### src/source/an_pkg.sv
// Shared clause 37 definitions; code groups are already 8b/10b decoded, one per clock
package an_pkg;

  // One decoded code group, K flag plus byte
  typedef struct packed {
    logic       is_k;
    logic [7:0] data;
  } code_group_t;

  localparam logic [7:0] K28_5 = 8'hbc;
  localparam logic [7:0] D21_5 = 8'hb5;
  localparam logic [7:0] D2_2  = 8'h42;
  localparam logic [7:0] D5_6  = 8'hc5;
  localparam logic [7:0] D16_2 = 8'h50;

  // Acknowledge bit position in a config register
  localparam int ACK_BIT = 14;

  typedef enum logic [1:0] {
    XMIT_IDLE,
    XMIT_CONFIGURATION,
    XMIT_DATA
  } xmit_e;

  typedef enum logic [3:0] {
    AN_ENABLE,
    AN_RESTART,
    AN_DISABLE_LINK_OK,
    ABILITY_DETECT,
    ABILITY_DETECT_WAIT,
    ACKNOWLEDGE_DETECT,
    ACKNOWLEDGE_DETECT_WAIT,
    COMPLETE_ACKNOWLEDGE,
    IDLE_DETECT,
    LINK_OK
  } an_state_e;

  typedef struct packed {
    logic        ability_match;
    logic        acknowledge_match;
    logic        consistency_match;
    logic        idle_match;
    logic [15:0] rx_config;
  } match_status_t;

  typedef struct packed {
    logic clear;
    logic capture_consistency;
  } match_ctrl_t;

endpackage
### src/source/an_top.sv
// Auto-negotiation top; default timer length assumes 10 ms at a 125 MHz clock
`timescale 1ns/1ps
module an_top import an_pkg::*; #(
  parameter int          LINK_TIMER_CYCLES = 1250000,
  parameter logic [15:0] ADV_ABILITY       = 16'h0020
) (
  input  logic        clk,
  input  logic        mr_main_reset,
  input  code_group_t rx,
  input  logic        los,
  output code_group_t tx,
  output logic        negotiating,
  output logic [15:0] lacr_rx_val
);
  match_status_t status;
  match_ctrl_t   ctrl;
  logic          timer_start;
  logic          timer_running;
  logic          timer_done;
  xmit_e         xmit;
  logic          xmit_restart;
  logic [15:0]   tx_config;

  assign lacr_rx_val = status.rx_config;

  an_rx_match an_rx_match_inst (
    .clk           (clk),
    .mr_main_reset (mr_main_reset),
    .rx            (rx),
    .ctrl          (ctrl),
    .status        (status)
  );

  an_arbitration #(
    .ADV_ABILITY (ADV_ABILITY)
  ) an_arbitration_inst (
    .clk           (clk),
    .mr_main_reset (mr_main_reset),
    .los           (los),
    .status        (status),
    .timer_running (timer_running),
    .timer_done    (timer_done),
    .ctrl          (ctrl),
    .timer_start   (timer_start),
    .xmit          (xmit),
    .xmit_restart  (xmit_restart),
    .tx_config     (tx_config),
    .negotiating   (negotiating)
  );

  an_link_timer #(
    .CYCLES (LINK_TIMER_CYCLES)
  ) an_link_timer_inst (
    .clk           (clk),
    .mr_main_reset (mr_main_reset),
    .start         (timer_start),
    .running       (timer_running),
    .done          (timer_done)
  );

  an_tx_ordered_set an_tx_ordered_set_inst (
    .clk           (clk),
    .mr_main_reset (mr_main_reset),
    .xmit          (xmit),
    .xmit_restart  (xmit_restart),
    .tx_config     (tx_config),
    .tx            (tx)
  );

endmodule

### src/source/an_tx_ordered_set.sv
// Transmit generator at full rate; tx_config is sampled byte by byte as it goes out
`timescale 1ns/1ps
module an_tx_ordered_set import an_pkg::*; (
  input  logic        clk,
  input  logic        mr_main_reset,
  input  xmit_e       xmit,
  input  logic        xmit_restart,
  input  logic [15:0] tx_config,
  output code_group_t tx
);
  logic [1:0] pos;
  logic [1:0] pos_cur;
  logic       alt;
  logic       alt_cur;

  // Restart takes effect on the group sent this cycle
  assign pos_cur = xmit_restart ? 2'd0 : pos;
  assign alt_cur = xmit_restart ? 1'b0 : alt;

  always_ff @(posedge clk) begin
    if (mr_main_reset) begin
      tx  <= '0;
      pos <= '0;
      alt <= 1'b0;
    end else begin
      case (xmit)
        XMIT_CONFIGURATION: begin
          // C1 carries D21.5, C2 carries D2.2
          case (pos_cur)
            2'd0: tx <= '{is_k: 1'b1, data: K28_5};
            2'd1: tx <= '{is_k: 1'b0, data: alt_cur ? D2_2 : D21_5};
            2'd2: tx <= '{is_k: 1'b0, data: tx_config[7:0]};
            default: tx <= '{is_k: 1'b0, data: tx_config[15:8]};
          endcase
          pos <= pos_cur + 2'd1;
          alt <= (pos_cur == 2'd3) ? ~alt_cur : alt_cur;
        end
        XMIT_IDLE: begin
          // I1 then I2, two groups each
          if (pos_cur[0]) tx <= '{is_k: 1'b0, data: alt_cur ? D16_2 : D5_6};
          else tx <= '{is_k: 1'b1, data: K28_5};
          pos <= {1'b0, ~pos_cur[0]};
          alt <= pos_cur[0] ? ~alt_cur : alt_cur;
        end
        default: begin
          tx  <= '0;
          pos <= pos_cur;
          alt <= alt_cur;
        end
      endcase
    end
  end

endmodule

### src/source/an_arbitration.sv
// Clause 37 arbitration without next page; auto-negotiation is always enabled
`timescale 1ns/1ps
module an_arbitration import an_pkg::*; #(
  parameter logic [15:0] ADV_ABILITY = 16'h0020
) (
  input  logic          clk,
  input  logic          mr_main_reset,
  input  logic          los,
  input  match_status_t status,
  input  logic          timer_running,
  input  logic          timer_done,
  output match_ctrl_t   ctrl,
  output logic          timer_start,
  output xmit_e         xmit,
  output logic          xmit_restart,
  output logic [15:0]   tx_config,
  output logic          negotiating
);
  an_state_e state;
  an_state_e state_next;
  logic      breaklink;
  logic      timed_state;
  logic      timer_armed;
  logic      timer_expired;

  // A zero config seen as an ability match is the partner's breaklink
  assign breaklink   = status.ability_match && (status.rx_config == '0);
  assign timed_state = state inside {AN_RESTART, COMPLETE_ACKNOWLEDGE, IDLE_DETECT};
  assign negotiating = state != LINK_OK;

  // Matches are cleared on the transition edge itself
  always_comb begin
    ctrl.clear = (state_next != state) && (state != ACKNOWLEDGE_DETECT);
    ctrl.capture_consistency = state inside {ABILITY_DETECT, ABILITY_DETECT_WAIT};
  end

  always_comb begin
    state_next = state;
    if (los) begin
      state_next = AN_DISABLE_LINK_OK;
    end else begin
      case (state)
        AN_ENABLE: state_next = AN_RESTART;
        AN_RESTART: begin
          if (timer_expired) state_next = ABILITY_DETECT;
        end
        AN_DISABLE_LINK_OK: state_next = AN_ENABLE;
        ABILITY_DETECT: state_next = ABILITY_DETECT_WAIT;
        ABILITY_DETECT_WAIT: begin
          if (status.ability_match) begin
            state_next = breaklink ? AN_ENABLE : ACKNOWLEDGE_DETECT;
          end
        end
        ACKNOWLEDGE_DETECT: state_next = ACKNOWLEDGE_DETECT_WAIT;
        ACKNOWLEDGE_DETECT_WAIT: begin
          if (breaklink || (status.acknowledge_match && !status.consistency_match)) begin
            state_next = AN_ENABLE;
          end else if (status.acknowledge_match) begin
            state_next = COMPLETE_ACKNOWLEDGE;
          end
        end
        COMPLETE_ACKNOWLEDGE: begin
          if (breaklink) state_next = AN_ENABLE;
          else if (timer_expired) state_next = IDLE_DETECT;
        end
        IDLE_DETECT: begin
          if (breaklink) state_next = AN_ENABLE;
          else if (timer_expired && status.idle_match) state_next = LINK_OK;
        end
        LINK_OK: begin
          if (status.ability_match) state_next = AN_ENABLE;
        end
        default: state_next = AN_ENABLE;
      endcase
    end
  end

  always_ff @(posedge clk) begin
    if (mr_main_reset) begin
      state         <= AN_ENABLE;
      xmit          <= XMIT_IDLE;
      xmit_restart  <= 1'b0;
      tx_config     <= '0;
      timer_start   <= 1'b0;
      timer_armed   <= 1'b0;
      timer_expired <= 1'b0;
    end else begin
      state        <= state_next;
      xmit_restart <= 1'b0;
      timer_start  <= 1'b0;
      if (state_next != state) begin
        timer_armed   <= 1'b0;
        timer_expired <= 1'b0;
        // Outputs change on entry to the new state
        case (state_next)
          AN_RESTART: begin
            tx_config    <= '0;
            xmit         <= XMIT_CONFIGURATION;
            xmit_restart <= 1'b1;
          end
          AN_DISABLE_LINK_OK: xmit <= XMIT_DATA;
          ABILITY_DETECT: tx_config <= ADV_ABILITY;
          ACKNOWLEDGE_DETECT: tx_config[ACK_BIT] <= 1'b1;
          IDLE_DETECT: begin
            xmit         <= XMIT_IDLE;
            xmit_restart <= 1'b1;
          end
          LINK_OK: begin
            xmit         <= XMIT_DATA;
            xmit_restart <= 1'b1;
          end
          default: begin
          end
        endcase
      end else if (timed_state && !timer_armed && !timer_running) begin
        // A period left over from an aborted state must end first
        timer_start <= 1'b1;
        timer_armed <= 1'b1;
      end else if (timer_armed && timer_done) begin
        timer_expired <= 1'b1;
      end
    end
  end

  state_legal: assert property (@(posedge clk) disable iff (mr_main_reset)
    state inside {[AN_ENABLE:LINK_OK]});

endmodule

### src/source/an_rx_match.sv
// Receive matcher; expects aligned code groups, next-page pages are not tracked
`timescale 1ns/1ps
module an_rx_match import an_pkg::*; (
  input  logic          clk,
  input  logic          mr_main_reset,
  input  code_group_t   rx,
  input  match_ctrl_t   ctrl,
  output match_status_t status
);
  typedef enum logic [1:0] {
    DEC_HUNT,
    DEC_GOT_K,
    DEC_CR_LOW,
    DEC_CR_HIGH
  } dec_state_e;

  localparam logic [15:0] ACK_MASK = 16'(1) << ACK_BIT;

  code_group_t rx_q;
  dec_state_e  dec_state;
  logic [7:0]  cr_low;
  logic [15:0] rx_config;
  logic [15:0] rx_last;
  logic [15:0] rx_snapshot;
  logic        cfg_stb;
  logic        idle_stb;
  logic        is_k28_5;
  logic        is_cfg_id;
  logic        is_idle_id;
  logic        ability_agree;
  logic        ack_agree;
  logic        ability_match;
  logic        acknowledge_match;
  logic        consistency_match;
  logic        idle_match;
  logic [1:0]  ability_cnt;
  logic [1:0]  ack_cnt;
  logic [1:0]  idle_cnt;

  assign is_k28_5   = rx_q.is_k && (rx_q.data == K28_5);
  assign is_cfg_id  = !rx_q.is_k && (rx_q.data == D21_5 || rx_q.data == D2_2);
  assign is_idle_id = !rx_q.is_k && (rx_q.data == D5_6 || rx_q.data == D16_2);

  // Newest register against the previous one, acknowledge bit ignored or not
  assign ability_agree = ((rx_config ^ rx_last) & ~ACK_MASK) == '0;
  assign ack_agree     = rx_config[ACK_BIT] && (rx_config == rx_last);

  // Ordered-set decoder
  always_ff @(posedge clk) begin
    if (mr_main_reset) begin
      rx_q        <= '0;
      dec_state   <= DEC_HUNT;
      cfg_stb     <= 1'b0;
      idle_stb    <= 1'b0;
      rx_config   <= '0;
      rx_last     <= '0;
      rx_snapshot <= '0;
    end else begin
      rx_q     <= rx;
      cfg_stb  <= 1'b0;
      idle_stb <= 1'b0;
      case (dec_state)
        DEC_HUNT: begin
          if (is_k28_5) dec_state <= DEC_GOT_K;
        end
        DEC_GOT_K: begin
          if (is_cfg_id) begin
            dec_state <= DEC_CR_LOW;
          end else begin
            idle_stb  <= is_idle_id;
            dec_state <= is_k28_5 ? DEC_GOT_K : DEC_HUNT;
          end
        end
        DEC_CR_LOW: dec_state <= DEC_CR_HIGH;
        default: begin
          rx_config <= {rx_q.data, cr_low};
          cfg_stb   <= 1'b1;
          dec_state <= DEC_HUNT;
        end
      endcase
      if (cfg_stb) begin
        rx_last <= rx_config;
        if (ctrl.capture_consistency) rx_snapshot <= rx_config;
      end
    end
  end

  always_ff @(posedge clk) begin
    if (dec_state == DEC_CR_LOW) cr_low <= rx_q.data;
  end

  // Match counters, held once a match is found until the next clear
  always_ff @(posedge clk) begin
    if (mr_main_reset || ctrl.clear) begin
      ability_match     <= 1'b0;
      acknowledge_match <= 1'b0;
      consistency_match <= 1'b0;
      idle_match        <= 1'b0;
      ability_cnt       <= '0;
      ack_cnt           <= '0;
      idle_cnt          <= '0;
    end else begin
      if (idle_stb && !idle_match) begin
        if (idle_cnt == 2'd2) idle_match <= 1'b1;
        else idle_cnt <= idle_cnt + 2'd1;
      end
      if (cfg_stb && !ability_match) begin
        if (!ability_agree) ability_cnt <= '0;
        else if (ability_cnt == 2'd2) ability_match <= 1'b1;
        else ability_cnt <= ability_cnt + 2'd1;
      end
      if (cfg_stb && !acknowledge_match) begin
        if (!ack_agree) begin
          ack_cnt <= '0;
        end else if (ack_cnt == 2'd2) begin
          acknowledge_match <= 1'b1;
          // Same abilities as seen during ability detect
          consistency_match <= ((rx_config ^ rx_snapshot) & ~ACK_MASK) == '0;
        end else begin
          ack_cnt <= ack_cnt + 2'd1;
        end
      end
    end
  end

  assign status = '{
    ability_match:     ability_match,
    acknowledge_match: acknowledge_match,
    consistency_match: consistency_match,
    idle_match:        idle_match,
    rx_config:         rx_config
  };

  ack_needs_ack_bit: assert property (@(posedge clk) disable iff (mr_main_reset)
    $rose(acknowledge_match) |-> rx_config[ACK_BIT]);

endmodule

### src/source/an_link_timer.sv
// One-shot timer; done lasts one cycle, and a start while running is not supported
`timescale 1ns/1ps
module an_link_timer #(
  parameter int CYCLES = 1250000
) (
  input  logic clk,
  input  logic mr_main_reset,
  input  logic start,
  output logic running,
  output logic done
);
  localparam int CW = (CYCLES > 1) ? $clog2(CYCLES) : 1;

  logic [CW-1:0] count;
  logic          last;

  assign last = count == CW'(CYCLES - 1);
  assign done = running && last;

  always_ff @(posedge clk) begin
    if (mr_main_reset) begin
      running <= 1'b0;
      count   <= '0;
    end else if (start) begin
      running <= 1'b1;
      count   <= '0;
    end else if (running) begin
      // Stop on the terminal count, done is seen for that one cycle
      if (last) begin
        running <= 1'b0;
      end else begin
        count <= count + 1'b1;
      end
    end
  end

  // Arbitration must wait for the previous period to end
  start_when_idle: assert property (@(posedge clk) disable iff (mr_main_reset)
    start |-> !running);

endmodule

### config.mk
export PLATFORM = sky130hd
export DESIGN_NAME = an_top
export DESIGN_NICKNAME = d
export VERILOG_FILES = /design/src/source/an_pkg.sv /design/src/source/an_top.sv /design/src/source/an_tx_ordered_set.sv /design/src/source/an_arbitration.sv /design/src/source/an_rx_match.sv /design/src/source/an_link_timer.sv
export SDC_FILE = /design/constraint.sdc
export NUM_CORES = 1
export LEC_CHECK = 0
export BUFFER_PORTS_ARGS = -buffer_cell sky130_fd_sc_hd__clkbuf_2
export CELL_PAD_IN_SITES_DETAIL_PLACEMENT = 0
export CELL_PAD_IN_SITES_GLOBAL_PLACEMENT = 2
export CORE_MARGIN = 5
export CORE_UTILIZATION = 30
export CTS_BUF_LIST = sky130_fd_sc_hd__clkbuf_16
export DETAILED_ROUTE_END_ITERATION = 8
export GPL_ROUTABILITY_DRIVEN = 0
export PLACE_DENSITY = 0.63
export SLEW_MARGIN = 10
export SYNTH_ARGS = -nofsm -noshare
export SYNTH_HDL_FRONTEND = slang
export SYNTH_SLANG_ARGS = --single-unit
### constraint.sdc
create_clock -name clk -period 3.1 [get_ports clk]
set_input_delay 0.31 -clock clk [delete_from_list [all_inputs] [get_ports clk]]
set_output_delay 0.31 -clock clk [all_outputs]
set_load 0.01 [all_outputs]
==> flow_summary.ini, run 1 <==
[detailed_routing]
postRouteAntennaNets = 0
routed_wl_mm = 13.1
vias_per_cell = 4.77
drtIter0Drc = 225
dr.pass1.iters = 4
drc = 0
routedWlPerCell_um = 15.0
vias = 4177

[worst_setup_path]
cp_slowest_cell = or4b_4
path_cells = or4b_4 > nor2_1 > a211oi_4 > o311ai_2 > o311ai_1 > or4_4 > a21o_1 > a211oi_4
required_ns = 3.43
arrival_ns = 3.27
cp.buffers_inverters = 0
r2r_cells = 8
crit_fanout = 14
endpoint = an_rx_match_inst.idle_cnt[1]
r2r_end = an_rx_match_inst.idle_cnt[1]
regToRegSetupSlack_ns = 0.16
end_kind = flop
critPathKind = flop to flop
crit_start = an_arbitration_inst.state[0]
worst-path-stages = 8
r2r-start = an_arbitration_inst.state[0]
crit_top_cell = a211oi_4
start_kind = flop
slowest_delay_ns = 0.61
worst_path_dominant_cell_family = simple AND/OR/NAND/NOR gates

[cts]
cts_buffer_depth = 2
cts_root_buf = clkbuf_16
cts_tree = done
cts_num_sinks = 122
h-tree-depth = 4
cts_setup_buffers = 0
numCtsBuffers = 17
worstSkewPairLatency_ns = 0.42
path_clk_slew_ns = 0.06
cts.repair.resized = 0
ctsHoldBuffers = 0

[logic_synthesis]
synth_edf_count = 8
synth_area_sq_um = 5520
ys_seq_elements = 122
ys_seq_area_share_pct = 45.7
synth_nets = 617
async_flop_share_pct = 0
avgSynthCellArea_sq_um = 9.31
synthFlopType = dfxtp_1
synthCells = 593
yosysUniqueCellTypes = 62
yosysWarnings = 0

[sta]
setup_tns_ns = 0
worst_pin_slew_ns = 0.820
timing.fmax_mhz = 340
maxSlewHeadroom_pct = 45.2
period_share_pct = 94.9
skew_ns = 0.00984
final_hold_viol_count = 0
rsz0062_at_grt = no
fin_ws_ns = 0.158
fin_hold_ws_ns = 0.0979
drv_slew = 0
setup_viol = 0
min_period_ns = 2.94

[grt]
grt_max_degree = 28
antenna_found_initial = 0
overflow = 0
grt_pass1_vias = 4119
grt_pass1_wl_mm = 21.5
track_usage_pct = 12.7

[floorplanning]
dieArea_sq_um = 21200
io_pins = 38
design.core.area_sq_um = 18000
die_w_um = 146
start_util_pct = 30.6
floorplan.die.height_um = 146
num_rows = 49

[placed_design]
io_buffers = 37
pre_cts_slack_ns = 0.162
place_hpwl_mm = 9.40
placed_cells = 844

[outcome]
status = finished, final reports clean

[power]
intPower_w = 0.00287
ir_drop_uv = 344
clockPowerShare_pct = 51.2
switching_share_pct = 23.5
p_comb_share_pct = 5.1
p_switching_w = 0.000885
power_density_nw_per_um2 = 569
seqPwrFrac_pct = 43.7
cellLeakagePower_nw = 2.47

[finish]
diodes = 0
num-fill-cells = 1857
final_cells = 876
nNetsFinal = 658
area_delta_synth_final_pct = 19.6
seq_area_sq_um = 2520
multiInputGateArea_sq_um = 2770
final_cell_mix = dfxtp_1, nor2_1, xnor2_1
layout_commonest_cell = dfxtp_1
drive_above_1_share_pct = 17.3

[flow_run]
maxCapViolCount = 0

[hold_path]
min_path_type = input port to flop
cell type report:
cell class / count / area share (%)
multi-input cells: 414 / 42.0
flip-flops and latches: 122 / 38.2
clock buffers: 17 / 6.44
repair buffers: 63 / 5.76
well taps: 229 / 4.34
clock inverters: 15 / 2.33
inverters: 16 / 0.909
state kept, by name, indices dropped and copies added, names as in the netlist, 2 cells and up:
signal	count
an_link_timer_inst.count	21
an_rx_match_inst.rx_config	16
an_rx_match_inst.rx_last	16
an_rx_match_inst.rx_snapshot	15
an_rx_match_inst.rx_q	9
an_rx_match_inst.cr_low	8
an_tx_ordered_set_inst.tx	7
an_arbitration_inst.state	4
an_arbitration_inst.tx_config	2
an_arbitration_inst.xmit	2
an_rx_match_inst.ability_cnt	2
an_rx_match_inst.ack_cnt	2
an_rx_match_inst.dec_state	2
an_rx_match_inst.idle_cnt	2
an_tx_ordered_set_inst.pos	2
cells in the mapped netlist, types with 3 or more instances:
master / instances / area [sq um]
nor4_1: 8 / 50.1
nor3_1: 11 / 55.1
nor4b_1: 5 / 43.8
o22ai_1: 3 / 18.8
nand2_1: 28 / 105
a22o_1: 16 / 140
xnor2_1: 38 / 333
buf_6: 3 / 33.8
nor2b_1: 15 / 93.8
nand3_1: 12 / 60.1
o21ai_0: 12 / 60.1
xor2_1: 13 / 114
and3_1: 9 / 56.3
ha_1: 12 / 150
nand2b_1: 9 / 56.3
or3_1: 7 / 43.8
mux2i_1: 34 / 340
a31oi_1: 4 / 25.0
a21oi_1: 24 / 120
clkbuf_1: 34 / 128
nor2_1: 90 / 338
dfxtp_1: 114 / 2280
nand4_1: 13 / 81.3
inv_1: 16 / 60.1
edfxtp_1: 8 / 240
and2_1: 5 / 31.3
per-stage QoR:
step                      area [sq um]  util [%]  power (W)
after global routing              6600      36.6    0.00393
after global placement            6010      33.3    0.00188
after CTS                         6590      36.6    0.00382
after detailed placement          6010      33.3    0.00187
final                             6600      36.6    0.00376
after floorplan                   5520         -    0.00182
cell families (layout without fill, tap and decap cells):
kind of cell,count (synthesis),count (layout),synth area share (%)
flip-flops,122,122,45.7
multiplexers,34,34,6.16
AND/OR/NAND/NOR,232,232,21.9
XOR/XNOR,51,51,8.09
AO/OA/AOI/OAI,85,85,11.0
buffers and inverters,57,111,4.42
adder cells (fa/ha/maj),12,12,2.72
power by group through the flow:
stage	logic (W)	clock network [W]	registers, W
detailed placement	0.000195	0	0.00168
floorplan	0.000149	0	0.00167
global route	0.000218	0.00206	0.00165
CTS	0.000196	0.00198	0.00164
finish	0.000193	0.00192	0.00164
global placement	0.000198	0	0.00168
worst min-delay path by stage:
| stage | start | endpoint | cells past startpoint |
|---|---|---|---|
| global placement | an_rx_match_inst.cr_low[3] | an_rx_match_inst.rx_config[3] | 1 |
| global route | rx[7] | an_rx_match_inst.rx_q[7] | 2 |
| detailed placement | an_rx_match_inst.cr_low[0] | an_rx_match_inst.rx_config[0] | 1 |
| finish | rx[7] | an_rx_match_inst.rx_q[7] | 2 |
| floorplan | an_arbitration_inst.timer_start | an_link_timer_inst.running | 2 |
| CTS | rx[7] | an_rx_match_inst.rx_q[7] | 2 |
layer usage:
| layer | GRT usage, % | share of wire (%) | vias to the layer above |
|---|---|---|---|
| met5 | 0 | 0 | - |
| met4 | 4.57 | 1.1 | 0 |
| met3 | 3.55 | 3.0 | 13 |
| met2 | 19.5 | 45 | 65 |
| met1 | 17.2 | 51 | 1962 |
| li1 | - | - | 2137 |
No activity file was read; power rests on OpenSTA's default activity.
==> run 2, diff against run 1 <==
--- a/config.mk
+++ b/config.mk
@@ -8,6 +8,7 @@
 export BUFFER_PORTS_ARGS = -buffer_cell sky130_fd_sc_hd__clkbuf_2
 export CELL_PAD_IN_SITES_DETAIL_PLACEMENT = 0
 export CELL_PAD_IN_SITES_GLOBAL_PLACEMENT = 2
+export CORE_ASPECT_RATIO = 0.7
 export CORE_MARGIN = 5
 export CORE_UTILIZATION = 30
 export CTS_BUF_LIST = sky130_fd_sc_hd__clkbuf_16
==> flow_summary.ini, run 2 (synthesis gave the netlist of run 1 again) <==
[sta]
skew_ns = 0.00880
setup_viol = 0
rsz0062_at_grt = no
drv_slew = 0
maxSlewHeadroom_pct = 22.5
final_hold_viol_count = 0
worst_pin_slew_ns = 1.16
min_period_ns = 2.92
fin_hold_ws_ns = 0.103
period_share_pct = 94.1
setup_tns_ns = 0
timing.fmax_mhz = 343

[floorplanning]
start_util_pct = 30.6
io_pins = 38
floorplan.die.height_um = 124
num_rows = 41
dieArea_sq_um = 21300
design.core.area_sq_um = 18100
die_w_um = 172

[worst_setup_path]
arrival_ns = 3.25
r2r-start = an_arbitration_inst.state[1]
required_ns = 3.43
r2r_cells = 8
r2r_end = an_rx_match_inst.idle_cnt[1]
regToRegSetupSlack_ns = 0.18
start_kind = flop
critPathKind = flop to flop
crit_start = an_arbitration_inst.state[1]
end_kind = flop
crit_fanout = 14

[detailed_routing]
postRouteAntennaNets = 0
routedWlPerCell_um = 15.1
dr.pass1.iters = 4
vias_per_cell = 4.68
drtIter0Drc = 256
vias = 4153
routed_wl_mm = 13.4
drc = 0

[cts]
cts.repair.resized = 0
cts_setup_buffers = 0
path_clk_slew_ns = 0.05
cts_num_sinks = 122
cts_root_buf = clkbuf_16
cts_tree = done
worstSkewPairLatency_ns = 0.41
cts_buffer_depth = 2
ctsHoldBuffers = 0
numCtsBuffers = 17
h-tree-depth = 4

[placed_design]
io_buffers = 37
place_hpwl_mm = 9.67
placed_cells = 855

[power]
total_power_w = 0.00369
ir_drop_uv = 270
cellLeakagePower_nw = 2.47
power_density_nw_per_um2 = 560

[grt]
track_usage_pct = 13.7
overflow = 0
antenna_found_initial = 0
grt_pass1_vias = 4170
grt_max_degree = 36
grt_pass1_wl_mm = 22.3

[finish]
top_register = an_link_timer_inst.count
final_cells = 887
largest_reg_flops = 21
final_cell_mix = dfxtp_1, nor2_1, xnor2_1
layout_commonest_cell = dfxtp_1
drive_above_1_share_pct = 16.6
area_delta_synth_final_pct = 19.4
diodes = 0
reg_top3 = an_link_timer_inst.count x21, an_rx_match_inst.rx_config x16, an_rx_match_inst.rx_last x16
nNetsFinal = 662

[hold_path]
min_from = rx[5]
min_path_type = input port to flop
min_to = an_rx_match_inst.rx_q[5]
min_path_cells = 2

[outcome]
status = finished, final reports clean

[flow_run]
maxCapViolCount = 0
-- run 2: worst max path at each step --
stage	end	slack (ns)	cells after the start
finish	an_rx_match_inst.idle_cnt[1]	0.18	8
floorplan	an_rx_match_inst.idle_cnt[1]	0.39	11
global route	an_rx_match_inst.idle_cnt[1]	0.009	8
detailed placement	an_rx_match_inst.idle_cnt[1]	0.20	8
global placement	an_rx_match_inst.idle_cnt[1]	0.27	8
CTS	an_rx_match_inst.idle_cnt[1]	0.19	8
-- run 2: metal layers --
layer	vias up	GRT usage (%)	wire [um]
met3	14	3.64	669
li1	2154	-	-
met4	0	5.11	200
met2	79	19.0	5160
met5	-	0	0
met1	1906	20.2	7390
-- run 2: stage by stage --
stage | instance area, sq um | util (%) | setup WS (ns)
after floorplan | 5520 | - | 0.391
after global placement | 6050 | 33.5 | 0.268
after detailed placement | 6050 | 33.5 | 0.201
after CTS | 6590 | 36.5 | 0.188
after global routing | 6590 | 36.5 | 0.00883
final | 6590 | 36.5 | 0.181
-- run 2: worst max-delay path: stages (launching register included) --
cell and delay [ns]:
dfxtp_1 0.62, nor2b_1 0.15, a21o_1 0.19, a211oi_2 0.31
o31ai_1 0.18, o31a_1 0.30, or4_4 0.53, a21o_1 0.35
a211oi_4 0.20
-- run 2: final cells by class --
cell class | instances | area (sq um)
fill | 1835 | 11500
multi-input combinational | 414 | 2760
sequential | 122 | 2520
clock buffer | 17 | 425
timing repair buffer | 67 | 410
tap | 236 | 295
clock inverter | 15 | 120
inverter | 16 | 60.1
-- run 2: power by group --
| group | total [W] | switching (W) | internal (W) |
|---|---|---|---|
| registers | 0.00164 | 0.0000283 | 0.00162 |
| clock network | 0.00185 | 0.000700 | 0.00115 |
| logic | 0.000199 | 0.000119 | 0.0000807 |
